## src/common/decode_pkg.sv

```systemverilog
package decode_pkg;

    localparam int WORD_WIDTH    = 16;
    localparam int PC_WIDTH      = 12;
    localparam int REG_IDX_WIDTH = 4;
    localparam int IMM_A_WIDTH   = 4;

    typedef logic [WORD_WIDTH-1:0]    word_t;
    typedef logic [PC_WIDTH-1:0]      pc_t;
    typedef logic [REG_IDX_WIDTH-1:0] reg_idx_t;

    // Root opcode in word bits 3..0
    typedef enum logic [3:0] {
        OP_NOP    = 4'd0,
        OP_U_TYPE = 4'd1,
        OP_J_TYPE = 4'd2,
        OP_S_TYPE = 4'd3,
        OP_LH     = 4'd4,
        OP_ADD    = 4'd6
    } opcode_e;

    // S-type function, bits 7..4
    typedef enum logic [3:0] {
        BEQ  = 4'd0,
        BNEQ = 4'd1,
        BGE  = 4'd2,
        BLT  = 4'd3,
        SH   = 4'd4
    } s_func_e;

    // U-type function, bits 11..8
    typedef enum logic [3:0] {
        LI  = 4'd3,
        LIL = 4'd4
    } u_func_e;

    // J-type function, bits 15..12
    typedef enum logic [3:0] {
        JAL  = 4'd0,
        JALR = 4'd1
    } j_func_e;

    typedef enum logic {
        FIRST_WORD  = 1'b0,
        SECOND_WORD = 1'b1
    } phase_e;

    typedef struct packed {
        logic branch_eq0;
        logic branch_gt0;
        logic branch_lt0;
        logic ialu_add;
        logic ialu_neg_src1;
        logic incr_pc_is_res;
        logic jump_to_ialu_res;
        logic load_dmem;
        logic store_dmem;
        logic write_res_to_reg;
        logic write_src2_to_res;
    } actions_t;

    typedef enum logic [1:0] {
        SRC1_ZERO,
        SRC1_REG1,
        SRC1_IMM_B
    } src1_sel_e;

    typedef enum logic [2:0] {
        SRC2_ZERO,
        SRC2_REG2,
        SRC2_IMM_B,
        SRC2_IMM_A,
        SRC2_PC
    } src2_sel_e;

    typedef enum logic [1:0] {
        SRC3_ZERO,
        SRC3_REG1,
        SRC3_IMM_B
    } src3_sel_e;

    typedef struct packed {
        src1_sel_e src1;
        src2_sel_e src2;
        src3_sel_e src3;
    } operand_sel_t;

    typedef struct packed {
        word_t src1;
        word_t src2;
        word_t src3;  // Branch target or store data
    } operands_t;

    localparam actions_t     ACTIONS_NONE     = '0;
    localparam operand_sel_t OPERAND_SEL_NONE = '{SRC1_ZERO, SRC2_ZERO, SRC3_ZERO};

endpackage

```

## src/decode/word_sequencer.sv

```systemverilog
`timescale 1ns/10ps

module word_sequencer (
    input  logic                clock,
    input  logic                reset,
    input  logic                flush,
    input  decode_pkg::word_t   instr,
    input  decode_pkg::pc_t     pc,
    input  decode_pkg::phase_e  next_phase,
    output logic                flush_q,
    output decode_pkg::word_t   first_word,
    output decode_pkg::word_t   imm_b,
    output decode_pkg::pc_t     instr_pc,
    output decode_pkg::phase_e  phase
);

    decode_pkg::word_t instr_q;
    decode_pkg::pc_t   pc_q;
    decode_pkg::word_t instr_held;  // First word of a two-word instruction
    decode_pkg::pc_t   pc_held;

    // Cleared word decodes as NOP after reset
    always_ff @(posedge clock or posedge reset) begin
        if (reset) begin
            flush_q <= 1'b0;
            instr_q <= '0;
            phase   <= decode_pkg::FIRST_WORD;
        end else begin
            flush_q <= flush;
            instr_q <= instr;
            phase   <= next_phase;
        end
    end

    always_ff @(posedge clock) begin
        pc_q       <= pc;
        instr_held <= instr_q;
        pc_held    <= pc_q;
    end

    always_comb begin
        if (phase == decode_pkg::SECOND_WORD) begin
            first_word = instr_held;
            instr_pc   = pc_held;
        end else begin
            first_word = instr_q;
            instr_pc   = pc_q;
        end
    end

    assign imm_b = instr_q;  // Only meaningful in second phase

endmodule

```

## src/decode/control_decoder.sv

```systemverilog
`timescale 1ns/10ps

module control_decoder (
    input  decode_pkg::word_t         first_word,
    input  decode_pkg::phase_e        phase,
    input  logic                      flush_q,
    output decode_pkg::actions_t      actions,
    output decode_pkg::operand_sel_t  operand_sel,
    output decode_pkg::word_t         imm_a,
    output decode_pkg::phase_e        next_phase,
    output decode_pkg::reg_idx_t      src1_reg_idx,
    output decode_pkg::reg_idx_t      src2_reg_idx,
    output decode_pkg::reg_idx_t      res_reg_idx
);

    decode_pkg::opcode_e opcode;
    decode_pkg::s_func_e s_func;
    decode_pkg::u_func_e u_func;
    decode_pkg::j_func_e j_func;
    logic                second;

    assign opcode = decode_pkg::opcode_e'(first_word[3:0]);
    assign s_func = decode_pkg::s_func_e'(first_word[7:4]);
    assign u_func = decode_pkg::u_func_e'(first_word[11:8]);
    assign j_func = decode_pkg::j_func_e'(first_word[15:12]);

    assign src1_reg_idx = first_word[11:8];
    assign src2_reg_idx = first_word[15:12];
    assign res_reg_idx  = first_word[7:4];

    assign imm_a = {{(decode_pkg::WORD_WIDTH - decode_pkg::IMM_A_WIDTH){1'b0}},
                    first_word[15:12]};

    assign second = (phase == decode_pkg::SECOND_WORD);

    always_comb begin
        actions     = decode_pkg::ACTIONS_NONE;
        operand_sel = decode_pkg::OPERAND_SEL_NONE;
        next_phase  = decode_pkg::FIRST_WORD;

        // Flush wins over everything and drops a pending second word
        if (!flush_q) begin
            case (opcode)
                decode_pkg::OP_ADD: begin
                    actions.ialu_add         = 1'b1;
                    actions.write_res_to_reg = 1'b1;
                    operand_sel.src1         = decode_pkg::SRC1_REG1;
                    operand_sel.src2         = decode_pkg::SRC2_REG2;
                end

                decode_pkg::OP_LH: begin
                    actions.load_dmem        = 1'b1;
                    actions.write_res_to_reg = 1'b1;
                    operand_sel.src1         = decode_pkg::SRC1_REG1;  // Address
                end

                decode_pkg::OP_U_TYPE: begin
                    case (u_func)
                        decode_pkg::LIL: begin
                            actions.write_res_to_reg  = 1'b1;
                            actions.write_src2_to_res = 1'b1;
                            operand_sel.src2          = decode_pkg::SRC2_IMM_A;
                        end
                        decode_pkg::LI: begin
                            if (second) begin
                                actions.write_res_to_reg  = 1'b1;
                                actions.write_src2_to_res = 1'b1;
                                operand_sel.src2          = decode_pkg::SRC2_IMM_B;
                            end else begin
                                next_phase = decode_pkg::SECOND_WORD;
                            end
                        end
                        default: ;
                    endcase
                end

                decode_pkg::OP_S_TYPE: begin
                    case (s_func)
                        decode_pkg::BEQ, decode_pkg::BNEQ,
                        decode_pkg::BGE, decode_pkg::BLT: begin
                            if (second) begin
                                // Compare as src2 - src1, target in src3
                                actions.ialu_add      = 1'b1;
                                actions.ialu_neg_src1 = 1'b1;
                                actions.branch_eq0    = s_func inside {decode_pkg::BEQ,
                                                                       decode_pkg::BGE};
                                actions.branch_gt0    = s_func inside {decode_pkg::BNEQ,
                                                                       decode_pkg::BGE};
                                actions.branch_lt0    = s_func inside {decode_pkg::BNEQ,
                                                                       decode_pkg::BLT};
                                operand_sel.src1      = decode_pkg::SRC1_REG1;
                                operand_sel.src2      = decode_pkg::SRC2_REG2;
                                operand_sel.src3      = decode_pkg::SRC3_IMM_B;
                            end else begin
                                next_phase = decode_pkg::SECOND_WORD;
                            end
                        end
                        decode_pkg::SH: begin
                            actions.store_dmem        = 1'b1;
                            actions.write_src2_to_res = 1'b1;
                            operand_sel.src2          = decode_pkg::SRC2_REG2;  // Address
                            operand_sel.src3          = decode_pkg::SRC3_REG1;  // Data
                        end
                        default: ;
                    endcase
                end

                decode_pkg::OP_J_TYPE: begin
                    case (j_func)
                        decode_pkg::JALR: begin
                            actions.ialu_add         = 1'b1;
                            actions.incr_pc_is_res   = 1'b1;
                            actions.jump_to_ialu_res = 1'b1;
                            actions.write_res_to_reg = 1'b1;
                            operand_sel.src1         = decode_pkg::SRC1_REG1;
                            operand_sel.src2         = decode_pkg::SRC2_PC;
                        end
                        decode_pkg::JAL: begin
                            if (second) begin
                                actions.ialu_add         = 1'b1;
                                actions.incr_pc_is_res   = 1'b1;
                                actions.jump_to_ialu_res = 1'b1;
                                actions.write_res_to_reg = 1'b1;
                                operand_sel.src1         = decode_pkg::SRC1_IMM_B;
                                operand_sel.src2         = decode_pkg::SRC2_PC;
                            end else begin
                                next_phase = decode_pkg::SECOND_WORD;
                            end
                        end
                        default: ;
                    endcase
                end

                default: ;  // NOP and unknown opcodes
            endcase
        end
    end

endmodule

```

## src/decode/operand_select.sv

```systemverilog
`timescale 1ns/10ps

module operand_select (
    input  decode_pkg::operand_sel_t  operand_sel,
    input  decode_pkg::word_t         reg_data1,
    input  decode_pkg::word_t         reg_data2,
    input  decode_pkg::word_t         imm_a,
    input  decode_pkg::word_t         imm_b,
    input  decode_pkg::pc_t           instr_pc,
    output decode_pkg::operands_t     operands
);

    decode_pkg::word_t pc_word;

    assign pc_word = {{(decode_pkg::WORD_WIDTH - decode_pkg::PC_WIDTH){1'b0}}, instr_pc};

    always_comb begin
        case (operand_sel.src1)
            decode_pkg::SRC1_REG1:  operands.src1 = reg_data1;
            decode_pkg::SRC1_IMM_B: operands.src1 = imm_b;
            default:                operands.src1 = '0;
        endcase
    end

    always_comb begin
        case (operand_sel.src2)
            decode_pkg::SRC2_REG2:  operands.src2 = reg_data2;
            decode_pkg::SRC2_IMM_B: operands.src2 = imm_b;
            decode_pkg::SRC2_IMM_A: operands.src2 = imm_a;
            decode_pkg::SRC2_PC:    operands.src2 = pc_word;  // Return address base
            default:                operands.src2 = '0;
        endcase
    end

    always_comb begin
        case (operand_sel.src3)
            decode_pkg::SRC3_REG1:  operands.src3 = reg_data1;
            decode_pkg::SRC3_IMM_B: operands.src3 = imm_b;
            default:                operands.src3 = '0;
        endcase
    end

endmodule

```

## src/hw/decode_stage.sv

```systemverilog
`timescale 1ns/10ps

module decode_stage (
    input  logic                   clock,
    input  logic                   reset,
    input  logic                   flush,
    input  decode_pkg::word_t      instr,
    input  decode_pkg::pc_t        pc,
    input  decode_pkg::word_t      reg_data1,
    input  decode_pkg::word_t      reg_data2,
    output decode_pkg::reg_idx_t   src1_reg_idx,
    output decode_pkg::reg_idx_t   src2_reg_idx,
    output decode_pkg::reg_idx_t   res_reg_idx,
    output decode_pkg::actions_t   actions,
    output decode_pkg::operands_t  operands
);

    logic                     flush_q;
    decode_pkg::word_t        first_word;
    decode_pkg::word_t        imm_a;
    decode_pkg::word_t        imm_b;
    decode_pkg::pc_t          instr_pc;
    decode_pkg::phase_e       phase;
    decode_pkg::phase_e       next_phase;
    decode_pkg::operand_sel_t operand_sel;

    word_sequencer u_word_sequencer (
        .clock      (clock),
        .reset      (reset),
        .flush      (flush),
        .instr      (instr),
        .pc         (pc),
        .next_phase (next_phase),
        .flush_q    (flush_q),
        .first_word (first_word),
        .imm_b      (imm_b),
        .instr_pc   (instr_pc),
        .phase      (phase)
    );

    control_decoder u_control_decoder (
        .first_word   (first_word),
        .phase        (phase),
        .flush_q      (flush_q),
        .actions      (actions),
        .operand_sel  (operand_sel),
        .imm_a        (imm_a),
        .next_phase   (next_phase),
        .src1_reg_idx (src1_reg_idx),
        .src2_reg_idx (src2_reg_idx),
        .res_reg_idx  (res_reg_idx)
    );

    operand_select u_operand_select (
        .operand_sel (operand_sel),
        .reg_data1   (reg_data1),
        .reg_data2   (reg_data2),
        .imm_a       (imm_a),
        .imm_b       (imm_b),
        .instr_pc    (instr_pc),
        .operands    (operands)
    );

endmodule

```

## config.mk

```make
export PLATFORM = sky130hd
export DESIGN_NAME = decode_stage
export DESIGN_NICKNAME = d
export VERILOG_FILES = /design/src/common/decode_pkg.sv /design/src/decode/word_sequencer.sv /design/src/decode/control_decoder.sv /design/src/decode/operand_select.sv /design/src/hw/decode_stage.sv
export SDC_FILE = /design/constraint.sdc
export NUM_CORES = 1
export LEC_CHECK = 0
export BUFFER_PORTS_ARGS = -buffer_cell sky130_fd_sc_hd__buf_2
export CAP_MARGIN = 20
export CORE_MARGIN = 1.5
export CORE_UTILIZATION = 40
export DETAILED_ROUTE_END_ITERATION = 8
export PLACE_DENSITY = 0.71
export RECOVER_POWER = 50
export SYNTH_ARGS = -nofsm -noshare
export SYNTH_HDL_FRONTEND = slang
export SYNTH_SLANG_ARGS = --single-unit
```

## constraint.sdc

```tcl
create_clock -name clock -period 4.1 [get_ports clock]
set_clock_uncertainty 0.15 [all_clocks]
set_input_delay 0.205 -clock clock [delete_from_list [all_inputs] [get_ports clock]]
set_output_delay 0.205 -clock clock [all_outputs]
set_load 0.02 [all_outputs]
```

## Word level (Yosys, flattened, before mapping)

Cells that the tools add are included.

| cells by class | value |
|---|---|
| reduce and logical (&&, ||, !) cells | 7 |
| eq/ne operators | 20 |
| muxes and demuxes | 39 |

Operators with widths:

| cell | count |
|---|---|
| 16-bit case mux with 2 select lines | 2 |
| 16-bit case mux with 4 select lines | 1 |
| 4-bit by 2-bit equality test with 1-bit output (second input constant) | 5 |
| 5-bit case mux with 2 select lines | 2 |
| 4-bit by 3-bit equality test with 1-bit output (second input constant) | 4 |
| 16-bit two-way mux | 1 |
| 5-bit two-way mux | 3 |
| 4-bit by 1-bit equality test with 1-bit output (second input constant) | 3 |
| 12-bit two-way mux | 1 |
| 3-bit case mux with 4 select lines | 1 |
| 11-bit two-way mux | 1 |
| 1-bit two-way mux | 10 |
| 2-bit two-way mux | 5 |
| 1-bit case mux with 3 select lines | 3 |
| 4-bit logical NOT | 2 |
| 2-bit case mux with 2 select lines | 2 |
| 7-bit two-way mux | 1 |
| 3-bit by 2-bit equality test with 1-bit output (second input constant) | 2 |
| 6-bit two-way mux | 1 |
| 2-bit case mux with 3 select lines | 1 |
| 3-bit case mux with 2 select lines | 1 |
| 2-bit nonzero test | 3 |
| 2-bit by 1-bit equality test with 1-bit output (second input constant) | 2 |
| 2-bit equality test (second input constant) | 2 |
| other kinds (6) | 7 |

| word-level totals | value |
|---|---|
| bits of input ports | 63 |
| flip-flop bits (word level) | 58 |
| output and inout bits | 71 |
| word-level logic and storage cells | 72 |

## Longest topological paths before layout

Gate-level depths: netlist (run 1).

| logic depth | value |
|---|---|
| word-level depth | 8 |
| mapped depth | 12 |

## By module

From an unflattened synthesis (run 1), not the netlist that was laid out.

| second synthesis, totals | value |
|---|---|
| cell total of the unflattened synthesis | 333 |
| area total of the unflattened synthesis | 3415.8 um2 |

Modules (own cells, without submodules):

| module | area an instance (um2) | cells each | times used |
|---|---|---|---|
| word_sequencer | 1696.6 | 90 | 1 |
| operand_select | 1089.8 | 157 | 1 |
| control_decoder | 629.4 | 86 | 1 |

## Worst setup path after synthesis (run 1)

Ideal clock, no wire load.

| timing path | value |
|---|---|
| kind | register -> output |
| start point | reg u_word_sequencer.phase |
| end point | out operands[32] (netlist bit) |
| slack | 0.925 ns |
| buffers on the path | 4 |
| arrival | 2.820 ns |
| cell stages (with the launch flop) | 13 |
| cell sequence | dfrtp_1 buf_6 buf_6 or4_4 nor2_2 o21ai_0 or3_1 inv_1 ha_1 clkbuf_1 clkbuf_1 a22oi_1 nor2_1 |

RTL lines:

| element | RTL line | source |
|---|---|---|
| start: declaration | word_sequencer.sv:14 | `output decode_pkg::phase_e phase` |
| start signal: assignment | word_sequencer.sv:27 | `phase <= decode_pkg::FIRST_WORD;` |
| start signal: assignment | word_sequencer.sv:31 | `phase <= next_phase;` |
| end: declaration | decode_stage.sv:15 | `output decode_pkg::operands_t operands` |

==> run summary, run 1 <==
Setup violations remaining at the end of the flow were counted as 0. The logs give 0 for the initial antenna violation count and 3.21 ns for the arrival time of data at the critical path endpoint. TritonCTS built the clock tree.

Number of inserted diodes: 0. The final count of pins violating max slew was 0. For this run, the number of Yosys warnings is 0. Data on the critical path is required at its endpoint by 3.74 ns. After routing the design area is 3960 µm². Summed over all nets, the half-perimeter wirelength after detailed placement is 6040 µm. From synthesis to final layout, the design area changed by 43.7%. The hold violation total from the final report was 0. The core box area is 6720 µm². Clock tree synthesis inserted a total of 9 buffers. The final critical-path share of the clock period was 0.871; the instance area at placement was 3420 µm². The H-tree was split into 3 levels. Cell area power density: 345 nW/µm². The routed layout has 2811 vias. Post-synthesis sequential element count: 58. The number of setup buffers added after CTS is 0. The number of nets in the layout was 501; the fraction of final layout cells with drive strength greater than 1 was 0.401. The dominant register cell in the synthesized netlist was dfxtp_1. The buffer levels on the longest clock path is 2, and the total of buffers placed on input and output ports is 133. The synthesized design contains 0 enable-type register cells.

The final instance count without filler cells is 519, and the number of sinks driven by the clock tree is 58. The tools report the maximum vdd ir drop as 274 µV. In this run the core area contains 30 standard-cell rows. The final critical path time including I/O delays and setup was 3.57 ns. For the total global routing track utilization, the log shows 0.229. In the final routed layout, each cell accounts on average for 16.3 µm.

After synthesis, the cell types taking the most area are dfxtp_1 (29%), dfrtp_1 (16%), a22oi_1 (8.7%). The largest single stage delay on the critical path is 0.68 ns. The top-level I/O count is 134. The type of element capturing the critical path is a primary output.

The tools report the portion of the post-synthesis area used by sequential elements as 0.454. The synthesized netlist contains 45 unique library cells. The flow ran to the end, and the final reports show no timing, DRC or antenna violations. The logs give 2760 µm² for the cell area after technology mapping and 347 for the number of nets produced by synthesis. Fraction of synthesis flops using an asynchronous set or reset pin: 0.310. Summed over all cells, the static leakage comes to 1.80 nW. The highest-delay cell along the critical path is or4b_2. The library cells used most frequently in the layout, excluding fill and tap cells, are buf_2 (133), nor2_1 (53), dfxtp_1 (40), a22oi_1 (32), dlygate4sd3_1 (30). The number of buffers and inverters on the critical path is 2. The full die area is 7400 µm². The top fanout value on the critical path is 23.

At the pin with the least slew margin, the transition time is 0.723 ns. After clock tree synthesis, the clock-pin slew on the worst setup and hold paths is 0.07 ns. The cell that appears most often on the critical path is nor2_1. The tools report the count of antenna-violating nets left after detailed routing as 0. Static timing analysis puts the maximum clock frequency at 280 MHz. The detailed router finished its first iteration with 206 violations.

The class of the tightest hold or removal check is reg2reg. The critical path goes through nor4b_2 -> nor2_1 -> or4b_2 -> inv_1 -> ha_1 -> a22oi_1 -> nor2_1 -> buf_2. The initial cell density of the core was 0.410. The area share of the largest cell type after synthesis was 0.291; the number of remaining DRC errors was 0. The tool flagged a number of max-cap violations equal to 0. Dividing the synthesized area by the synthesized cell count gives 9.84 µm².

Counting every instance in the synthesized netlist gives 280. The run gives 24 as the maximum number of pins on one net before global-route repair. The tools report the clock latency on the worst-skew pair as 0.33 ns.

The pre-antenna-repair detailed-routing pass consisted of 4 iterations. The first global-routing pass estimated 13100 µm of wire. Leaving out fill and tap cells, the most frequent cell in the layout is buf_2. The worst setup path is launched from a register. The type of the setup path with the least slack was reg2out. Setup repair after global routing left no endpoint under its margin. In the routed layout, each cell is associated on average with a via count of 5.42.

The placer congestion estimate is 0.921. Broken down by cell family, the worst path's largest delay share belongs to simple AND/OR/NAND/NOR gates. Overflow left after global routing: 0. The die outline width came out at 86.0 µm. The via count of the first global-routing pass is 2744, and the cell count after placement is 473. The height of the die was 86.0 µm. The final sum of negative setup slack was 0 ns. Library cell with the largest summed area after synthesis: dfxtp_1. The normalized max-slew margin is 0.517, and the wire length reported by the detailed router is 8460 µm. CTS placed an instance of clkbuf_8 at the clock tree root.
[timing repair]
item / CTS / global route
hold buffers: 30 / 0
setup endpoints to repair: 0 / 7
gates resized for setup: 0 / 1
endpoints found under the hold margin: 47 / 0
[routing by layer]
layer | part of all wire | routed length [µm] | up-vias | GRT usage
met1 | 0.44 | 3760 | 1321 | 0.291
met3 | 0.068 | 576 | 10 | 0.0481
met2 | 0.48 | 4040 | 141 | 0.385
met4 | 0.010 | 86 | 0 | 0.0836
li1 | - | - | 1339 | -
met5 | 0 | 0 | - | 0
[area by class of cell]
type	instances	area, µm²
clock buffer	12	165
timing repair buffer	165	981
inverter	8	30.0
multi-input combinational	192	1360
fill	601	2760
tap	80	100
clock inverter	4	72.6
sequential	58	1250
[flip-flops by register name, summed over array words and instances, names as in the netlist]
name	count
u_word_sequencer.pc_held	12
u_word_sequencer.instr_held	16
u_word_sequencer.flush_q	1
u_word_sequencer.phase	1
u_word_sequencer.imm_b	16
u_word_sequencer.pc_q	12
[final timing paths]
| check | end | cells past startpoint | start | slack (ns) |
|---|---|---|---|---|
| worst max-delay path | operands[13] | 8 | u_word_sequencer.phase$_DFF_PP0_ | 0.53 |
| worst min-delay path | u_word_sequencer.pc_held[2]$_DFF_P_ | 0 | u_word_sequencer.pc_q[2]$_DFF_P_ | 0.20 |
| worst max register to register | u_word_sequencer.phase$_DFF_PP0_ | 5 | u_word_sequencer.phase$_DFF_PP0_ | 1.77 |
| min in group asynchronous | u_word_sequencer.imm_b[1]$_DFF_PP0_ | 3 | reset | 0.39 |
| max in group asynchronous | u_word_sequencer.phase$_DFF_PP0_ | 3 | reset | 2.91 |
| worst min register to register | u_word_sequencer.pc_held[2]$_DFF_P_ | 0 | u_word_sequencer.pc_q[2]$_DFF_P_ | 0.20 |
[cell families after synthesis]
kind of cell / share of synthesized area
buffers and inverters: 0.0527
multiplexers: 0.108
flip-flops: 0.454
AND/OR/NAND/NOR: 0.174
AO/OA/AOI/OAI: 0.190
XOR/XNOR: 0.00318
adder cells (fa/ha/maj): 0.0182
[cells in the mapped netlist (3+ instances only)]
cell / number
nor2_1: 53
dfxtp_1: 40
a22oi_1: 32
dfrtp_1: 18
mux2_2: 14
mux2i_1: 14
clkbuf_1: 12
a221o_1: 11
inv_1: 8
nand2b_1: 6
a21oi_1: 4
a22o_1: 4
ha_1: 4
nor3_1: 4
o21ai_0: 4
and2_1: 3
buf_1: 3
buf_6: 3
nand2_1: 3
nor4bb_1: 3
or3_1: 3
[metrics by stage]
step	worst slack, ns	util	hold slack, ns	power, W
final	0.530	0.590	0.195	0.00137
after global routing	0.250	0.590	0.210	0.00141
after CTS	0.294	0.589	0.201	0.00138
after detailed placement	0.663	0.509	0.159	0.000750
after global placement	0.744	0.509	0.157	0.000749
after floorplan	0.925	-	-0.00643	0.000688
[report_power, final]
group          internal [W]  switching [W]
clock network      0.000391       0.000214
logic             0.0000718      0.0000612
registers          0.000596      0.0000331
(Power assumes the default switching activity.)
==> run 2: changes to the inputs <==
--- a/config.mk
+++ b/config.mk
@@ -10,6 +10,7 @@
 export CORE_MARGIN = 1.5
 export CORE_UTILIZATION = 40
 export DETAILED_ROUTE_END_ITERATION = 8
+export GPL_TIMING_DRIVEN = 0
 export PLACE_DENSITY = 0.71
 export RECOVER_POWER = 50
 export SYNTH_ARGS = -nofsm -noshare
==> constraint.sdc (replaced) <==
create_clock -name clock -period 4.15 [get_ports clock]
set_clock_uncertainty 0.15 [all_clocks]
set_input_delay 0.415 -clock clock [delete_from_list [all_inputs] [get_ports clock]]
set_output_delay 0.415 -clock clock [all_outputs]
set_load 0.02 [all_outputs]
==> run summary, run 2 (synthesis gave the netlist of run 1 again) <==
The run finished with clean final reports. The fraction of final layout cells with drive strength greater than 1 was 0.434. Data on the critical path arrives at its endpoint at 3.33 ns. Detailed-route wire length per cell: 16.5 µm. The layout has 640 filler cells.

The first global-routing pass estimated 13200 µm of wire. The tools report the critical path required time as 3.59 ns. The clock tree root driver cell was clkbuf_8. In the layout the commonest cells are buf_2 (136), nor2_1 (53), dfxtp_1 (40), a22oi_1 (32), dfrtp_1 (18).

The actual transition at the worst max-transition pin is 0.726 ns, and the initial cell density of the core is 0.410. The setup path with the least slack is of type reg2out. The total area inside the core boundary comes to 6720 µm².

Among the stages of the critical path, the cell type that occurs most often is buf_6. The via count of the first global-routing pass is 2642. The overflow left after global routing was 0; the via count normalized by instance count was 5.35. The detailed router finished its first iteration with 143 violations. The final critical-path share of the clock period is 0.937, and the final sum of negative setup slack is 0 ns. The normalized max-slew margin was 0.515. The power after layout came out at 0.00126 W. The full die area is 7400 µm², and the maximum number of pins on one net before global-route repair is 20. The clock drives 58 sinks. The number of inserted diodes is 0. The logs give 0 for the hold violation total from the final report and 0 for the final count of pins violating max slew. TritonCTS built the clock tree.

For the pre-CTS setup slack, the log shows 0.201 ns. Setup repair after global routing left no endpoint under its margin. Wires add up to 8420 µm. Counting along the longest clock path gives a buffer depth of 2. After detailed placement, the total cell area comes to 3520 µm². The analysis attributes to cell leakage a power of 1.72 nW. The pre-antenna-repair detailed-routing pass consisted of 4 iterations.

The clock transition at the registers of the reported paths came out at 0.07 ns. Power spread over the standard cell area amounts to 335 nW/µm². Total of endpoints with negative setup slack in the final report: 0. The clock latency on the worst-skew pair was 0.34 ns. Layout overhead on the synthesized area: 35.9%. For this design, the slowest cell found on the critical path is or4_4. Of all nets on the critical path, the largest fanout is 10. The maximum clock frequency was 257 MHz; the number of nets in the layout was 491. The H-tree was split into 3 levels. The run gives 0.235 as the total global routing track utilization. The tightest min-delay check is of the in2reg type. The number of clock buffers inserted by TritonCTS is 9, and the biggest cell delay along the critical path is 0.51 ns.

The maximum vdd ir drop was 301 µV; the total of max-cap violations was 0. Walking the worst path, the cells encountered are buf_6 -> buf_6 -> or4_4 -> nor2_2 -> o21ai_0 -> nand2b_1 -> a31oi_1 -> ha_1 -> clkbuf_1 -> clkbuf_2 -> a22oi_1 -> nor2_1 -> buf_2. Setup slack closes at 0.260 ns.

STA classifies the critical path endpoint as a primary output. The run gives 6490 µm as the HPWL after detailed placement. In the routed design, unresolved DRC markers number 0.

The count of antenna-violating nets left after detailed routing came out at 0. The detailed router placed 2722 vias in this run. The finished cells cover 3740 µm². The die outline width is 86.0 µm, and the standard-cell row count is 30.

The critical path startpoint category is a register. The final critical path time including I/O delays and setup works out to 3.89 ns. In this run the vertical extent of the chip is 86.0 µm. During placement, the flow inserted port buffers numbering 133.

The commonest non-fill, non-tap cell in the layout was buf_2. Placer congestion estimate: 0.881. The initial antenna violation count is 0, and the top-level I/O count is 134.
[run 2: changes by cell type in the layout (fill, tap and decap cells not counted), moves of 2 or more]
| cell | before | now |
|---|---|---|
| buf_1 | 0 | 2 |
| buf_2 | 133 | 136 |
| buf_6 | 0 | 3 |
| clkbuf_1 | 0 | 5 |
| clkbuf_2 | 0 | 5 |
| clkbuf_8 | 12 | 9 |
| clkinv_4 | 0 | 2 |
| dlygate4sd3_1 | 30 | 2 |
[run 2: cell type report]
type / count / area, µm² / share of cell area
buffer: 20 / 115 / 0.0307
clock buffer: 9 / 124 / 0.0331
clock inverter: 7 / 78.8 / 0.0210
inverter: 8 / 30.0 / 0.00802
multi-input combinational: 192 / 1360 / 0.363
sequential: 58 / 1250 / 0.334
tap: 80 / 100 / 0.0267
timing repair buffer: 135 / 686 / 0.183
[run 2: final timing paths]
kind / start / end / slack, ns / cells past startpoint
max reg2reg: u_word_sequencer.phase$_DFF_PP0_ / u_word_sequencer.phase$_DFF_PP0_ / 1.95 / 7
max: u_word_sequencer.phase$_DFF_PP0_ / operands[36] / 0.26 / 13
min in group asynchronous: reset / u_word_sequencer.imm_b[4]$_DFF_PP0_ / 0.04 / 2
min reg2reg: u_word_sequencer.pc_q[8]$_DFF_P_ / u_word_sequencer.pc_held[8]$_DFF_P_ / 0.20 / 0
max in group asynchronous: reset / u_word_sequencer.imm_b[12]$_DFF_PP0_ / 3.35 / 2
min: pc[11] / u_word_sequencer.pc_q[11]$_DFF_P_ / 0.02 / 1
[run 2: critical path: cells and delay by family, from the launching register on]
family	cells	cell delay (ns)
compound gates	3	0.42
buf+inv	5	1.05
fa+ha+maj	1	0.16
simple gates	4	0.92
flops	1	0.44
[run 2: per-layer routing]
layer | vias up | wire length [µm] | track usage
li1 | 1321 | - | -
met1 | 1273 | 3910 | 0.302
met2 | 119 | 3860 | 0.386
met3 | 9 | 564 | 0.0664
met4 | 0 | 84 | 0.0689
met5 | - | 0 | 0
[run 2: through the flow]
stage / hold WS [ns] / instances / utilization
global route: 0.000958 / 509 / 0.557
floorplan: 0.180 / 280 / -
finish: 0.0217 / 509 / 0.557
global placement: 0.185 / 493 / 0.524
CTS: 0.00525 / 508 / 0.554
detailed placement: 0.188 / 493 / 0.524
[run 2: power breakdown]
group / internal, W / leakage (nW) / total, W / switching (W)
combinational: 0.0000549 / 1.08 / 0.000115 / 0.0000605
sequential: 0.000589 / 0.549 / 0.000619 / 0.0000299
clock: 0.000282 / 0.0973 / 0.000521 / 0.000240
[run 2: timing repair]
action,in CTS,in global routing
hold buffers,0,2
buffers inserted,0,0
setup endpoints to repair,10,21
pin swaps,0,0
endpoints found under the hold margin,0,2
resized for setup,1,11
==> run 3: changes to the inputs <==
--- a/config.mk
+++ b/config.mk
@@ -7,11 +7,13 @@
 export LEC_CHECK = 0
 export BUFFER_PORTS_ARGS = -buffer_cell sky130_fd_sc_hd__buf_2
 export CAP_MARGIN = 20
+export CELL_PAD_IN_SITES_DETAIL_PLACEMENT = 2
+export CELL_PAD_IN_SITES_GLOBAL_PLACEMENT = 2
 export CORE_MARGIN = 1.5
-export CORE_UTILIZATION = 40
+export CORE_UTILIZATION = 28
 export DETAILED_ROUTE_END_ITERATION = 8
 export GPL_TIMING_DRIVEN = 0
-export PLACE_DENSITY = 0.71
+export PLACE_DENSITY_LB_ADDON = 0.1
 export RECOVER_POWER = 50
 export SYNTH_ARGS = -nofsm -noshare
 export SYNTH_HDL_FRONTEND = slang
==> run summary, run 3 (synthesis gave the netlist of run 1 again) <==
The signal on the critical path passes through buf_6 -> nor4b_2 -> nor2_1 -> or4b_2 -> inv_1 -> ha_1 -> clkbuf_1 -> buf_2 -> a22oi_1 -> nor2_1 -> buf_2. STA classifies the critical path startpoint as a register. Data arrives at the worst endpoint at 3.43 ns. In this run the static leakage power is 1.73 nW. On the critical path, the stage with the largest delay is an instance of or4b_2. Summed over all layers, the global routing overflow is 0. The final cell utilization of the core was 0.396. The number of inserted diodes was 0. For the via count of the first global-routing pass, the log shows 2990. In the layout the commonest cells are buf_2 (136), nor2_1 (53), dfxtp_1 (40), a22oi_1 (32), dfrtp_1 (18).

In this run the critical register-to-register path is launched from u_word_sequencer.phase$_DFF_PP0_. The logs give 0 for the final count of pins violating max slew and 134 for the top-level I/O count. For the HPWL after detailed placement, the log shows 8440 µm. In this run the most critical hold path is launched from pc[2]. The biggest cell delay along the critical path is 0.70 ns. The power after layout came out at 0.00134 W. Compared with the post-synthesis result, the final layout area differs by 38.3%. In this run the core area contains 36 standard-cell rows. The commonest non-fill, non-tap cell in the layout is buf_2.

The die is 102 µm tall. The total area inside the core boundary comes to 9640 µm². The setup slack of the worst register-to-register path was 1.86 ns.

The initial cell density of the core is 0.286, and the fill cell instance count of the final layout is 1133. The critical path required time was 3.59 ns; the top fanout value on the critical path was 10. End of the worst register-to-register path: u_word_sequencer.phase$_DFF_PP0_. The initial antenna violation count was 0; the actual transition at the worst max-transition pin was 0.810 ns. The maximum level of the CTS H-tree is 3, and the pre-CTS setup slack is 0.0214 ns. The floorplan step defined a die boundary enclosing 10400 µm². Die outline width: 102 µm. The total of buffers placed on input and output ports came out at 133. Setup slack on the critical path of the routed design comes to 0.155 ns. Dividing total power by cell area gives a power density of 350 nW/µm².

Counting the buffers created by CTS gives 9. Setup violations remaining at the end of the flow were counted as 0. For this block, the via count after detailed routing is 2881. For the buffer levels on the longest clock path, the log shows 2. TritonCTS built the clock tree. After global routing, the most crowded layer is met2.

The run finished with clean final reports. Clock transition at the registers of the reported paths: 0.07 ns. Setup repair after global routing left no endpoint under its margin. The final critical-path share of the clock period is 0.963. The number of buffers and inverters on the critical path is 5, and the number of remaining DRC errors is 0.

For this design, the CTS-stage hold fixing added 0 buffers. Final sum of negative setup slack: 0 ns. The net count of the finished layout is 489.

The tools report the sink of the worst hold path as u_word_sequencer.pc_q[2]$_DFF_P_. In the routed layout, each cell is associated on average with a via count of 5.14. Among cell families on the critical path, the largest total delay comes from simple AND/OR/NAND/NOR gates.

The min-delay analysis places its worst path in the category in2reg. For the count of antenna-violating nets left after detailed routing, the log shows 0. The placer congestion estimate is 0.810, and the fraction of final layout cells with drive strength greater than 1 is 0.433.

The final layout contains routed wiring with a total length of 11200 µm. The type of the setup path with the least slack was reg2out. The first global-routing pass estimated 16800 µm of wire. The total global routing track utilization came out at 0.220. Met3 track utilization from global routing: 0.0499. The detailed router finished its first iteration with 66 violations. The hold violation total from the final report came out at 0. CTS saw 58 sinks. The maximum vdd ir drop came out at 173 µV. The detailed-route wire length per cell is 20.1 µm.

The first detailed-routing pass took 4 iterations. The depth of the worst register-to-register path is 7. In this run the clock root is driven by a clkbuf_8. The worst setup path is captured at a primary output. Max-cap violations in this run came to 0. The final critical path time including I/O delays and setup works out to 4.00 ns. The later pin in the worst-skew pair is clocked with a latency of 0.34 ns. The maximum clock frequency was 250 MHz. The normalized max-slew margin is 0.459, and the final worst hold slack is 0.0175 ns. For the global-route track usage on met1, the log shows 0.274. The run gives 0.381 as the met2 track utilization from global routing. The worst hold path cell count was 1; the maximum number of pins on one net before global-route repair was 20.
==> run 3: layout make-up <==
type / count / area, µm² / area share
Buffer: 20 / 120 / 0.0315
Clock buffer: 11 / 141 / 0.0371
Clock inverter: 5 / 77.6 / 0.0203
Inverter: 8 / 30.0 / 0.00788
Multi-Input combinational cell: 192 / 1360 / 0.357
Sequential cell: 58 / 1250 / 0.328
Tap cell: 133 / 166 / 0.0436
Timing Repair Buffer: 133 / 666 / 0.175
==> run 3: where the power goes <==
part,switching (W),leakage (nW),internal (W),total [W]
Clock,0.000242,0.109,0.000353,0.000595
Combinational,0.0000647,1.07,0.0000539,0.000119
Sequential,0.0000339,0.549,0.000589,0.000623
Total,0.000341,1.73,0.000995,0.00134
==> run 3: timing repair <==
| action | CTS | global route |
|---|---|---|
| setup buffers | 0 | 0 |
| endpoints found under the setup margin | 11 | 24 |
| resized for setup | 2 | 13 |
==> run 3: how the worst max path moves through the flow <==
stage,startpoint,to,slack (ns),cells past startpoint
6_report,u_word_sequencer.phase$_DFF_PP0_,operands[14],0.15,11
5_1_grt,u_word_sequencer.phase$_DFF_PP0_,operands[14],0.005,11
4_1_cts,u_word_sequencer.phase$_DFF_PP0_,operands[44],0.01,13
3_5_place_dp,u_word_sequencer.phase$_DFF_PP0_,operands[44],0.02,12
3_3_place_gp,u_word_sequencer.phase$_DFF_PP0_,operands[44],0.07,12
2_1_floorplan,u_word_sequencer.phase$_DFF_PP0_,operands[32],0.77,12
==> run 3: per-stage QoR <==
stage	cell area [µm²]	std cells
after floorplan	2760	280
after CTS	3810	561
after global placement	3590	546
final	3810	560
after global routing	3810	560
after detailed placement	3590	546
==> run 3: metal layers <==
metal / share of wire / routed length (µm) / up-vias
li1: - / - / 1315
met1: 0.43 / 4790 / 1459
met3: 0.054 / 610 / 9
met5: 0 / 0 / -
met4: 0.0082 / 92 / 0
met2: 0.51 / 5750 / 98
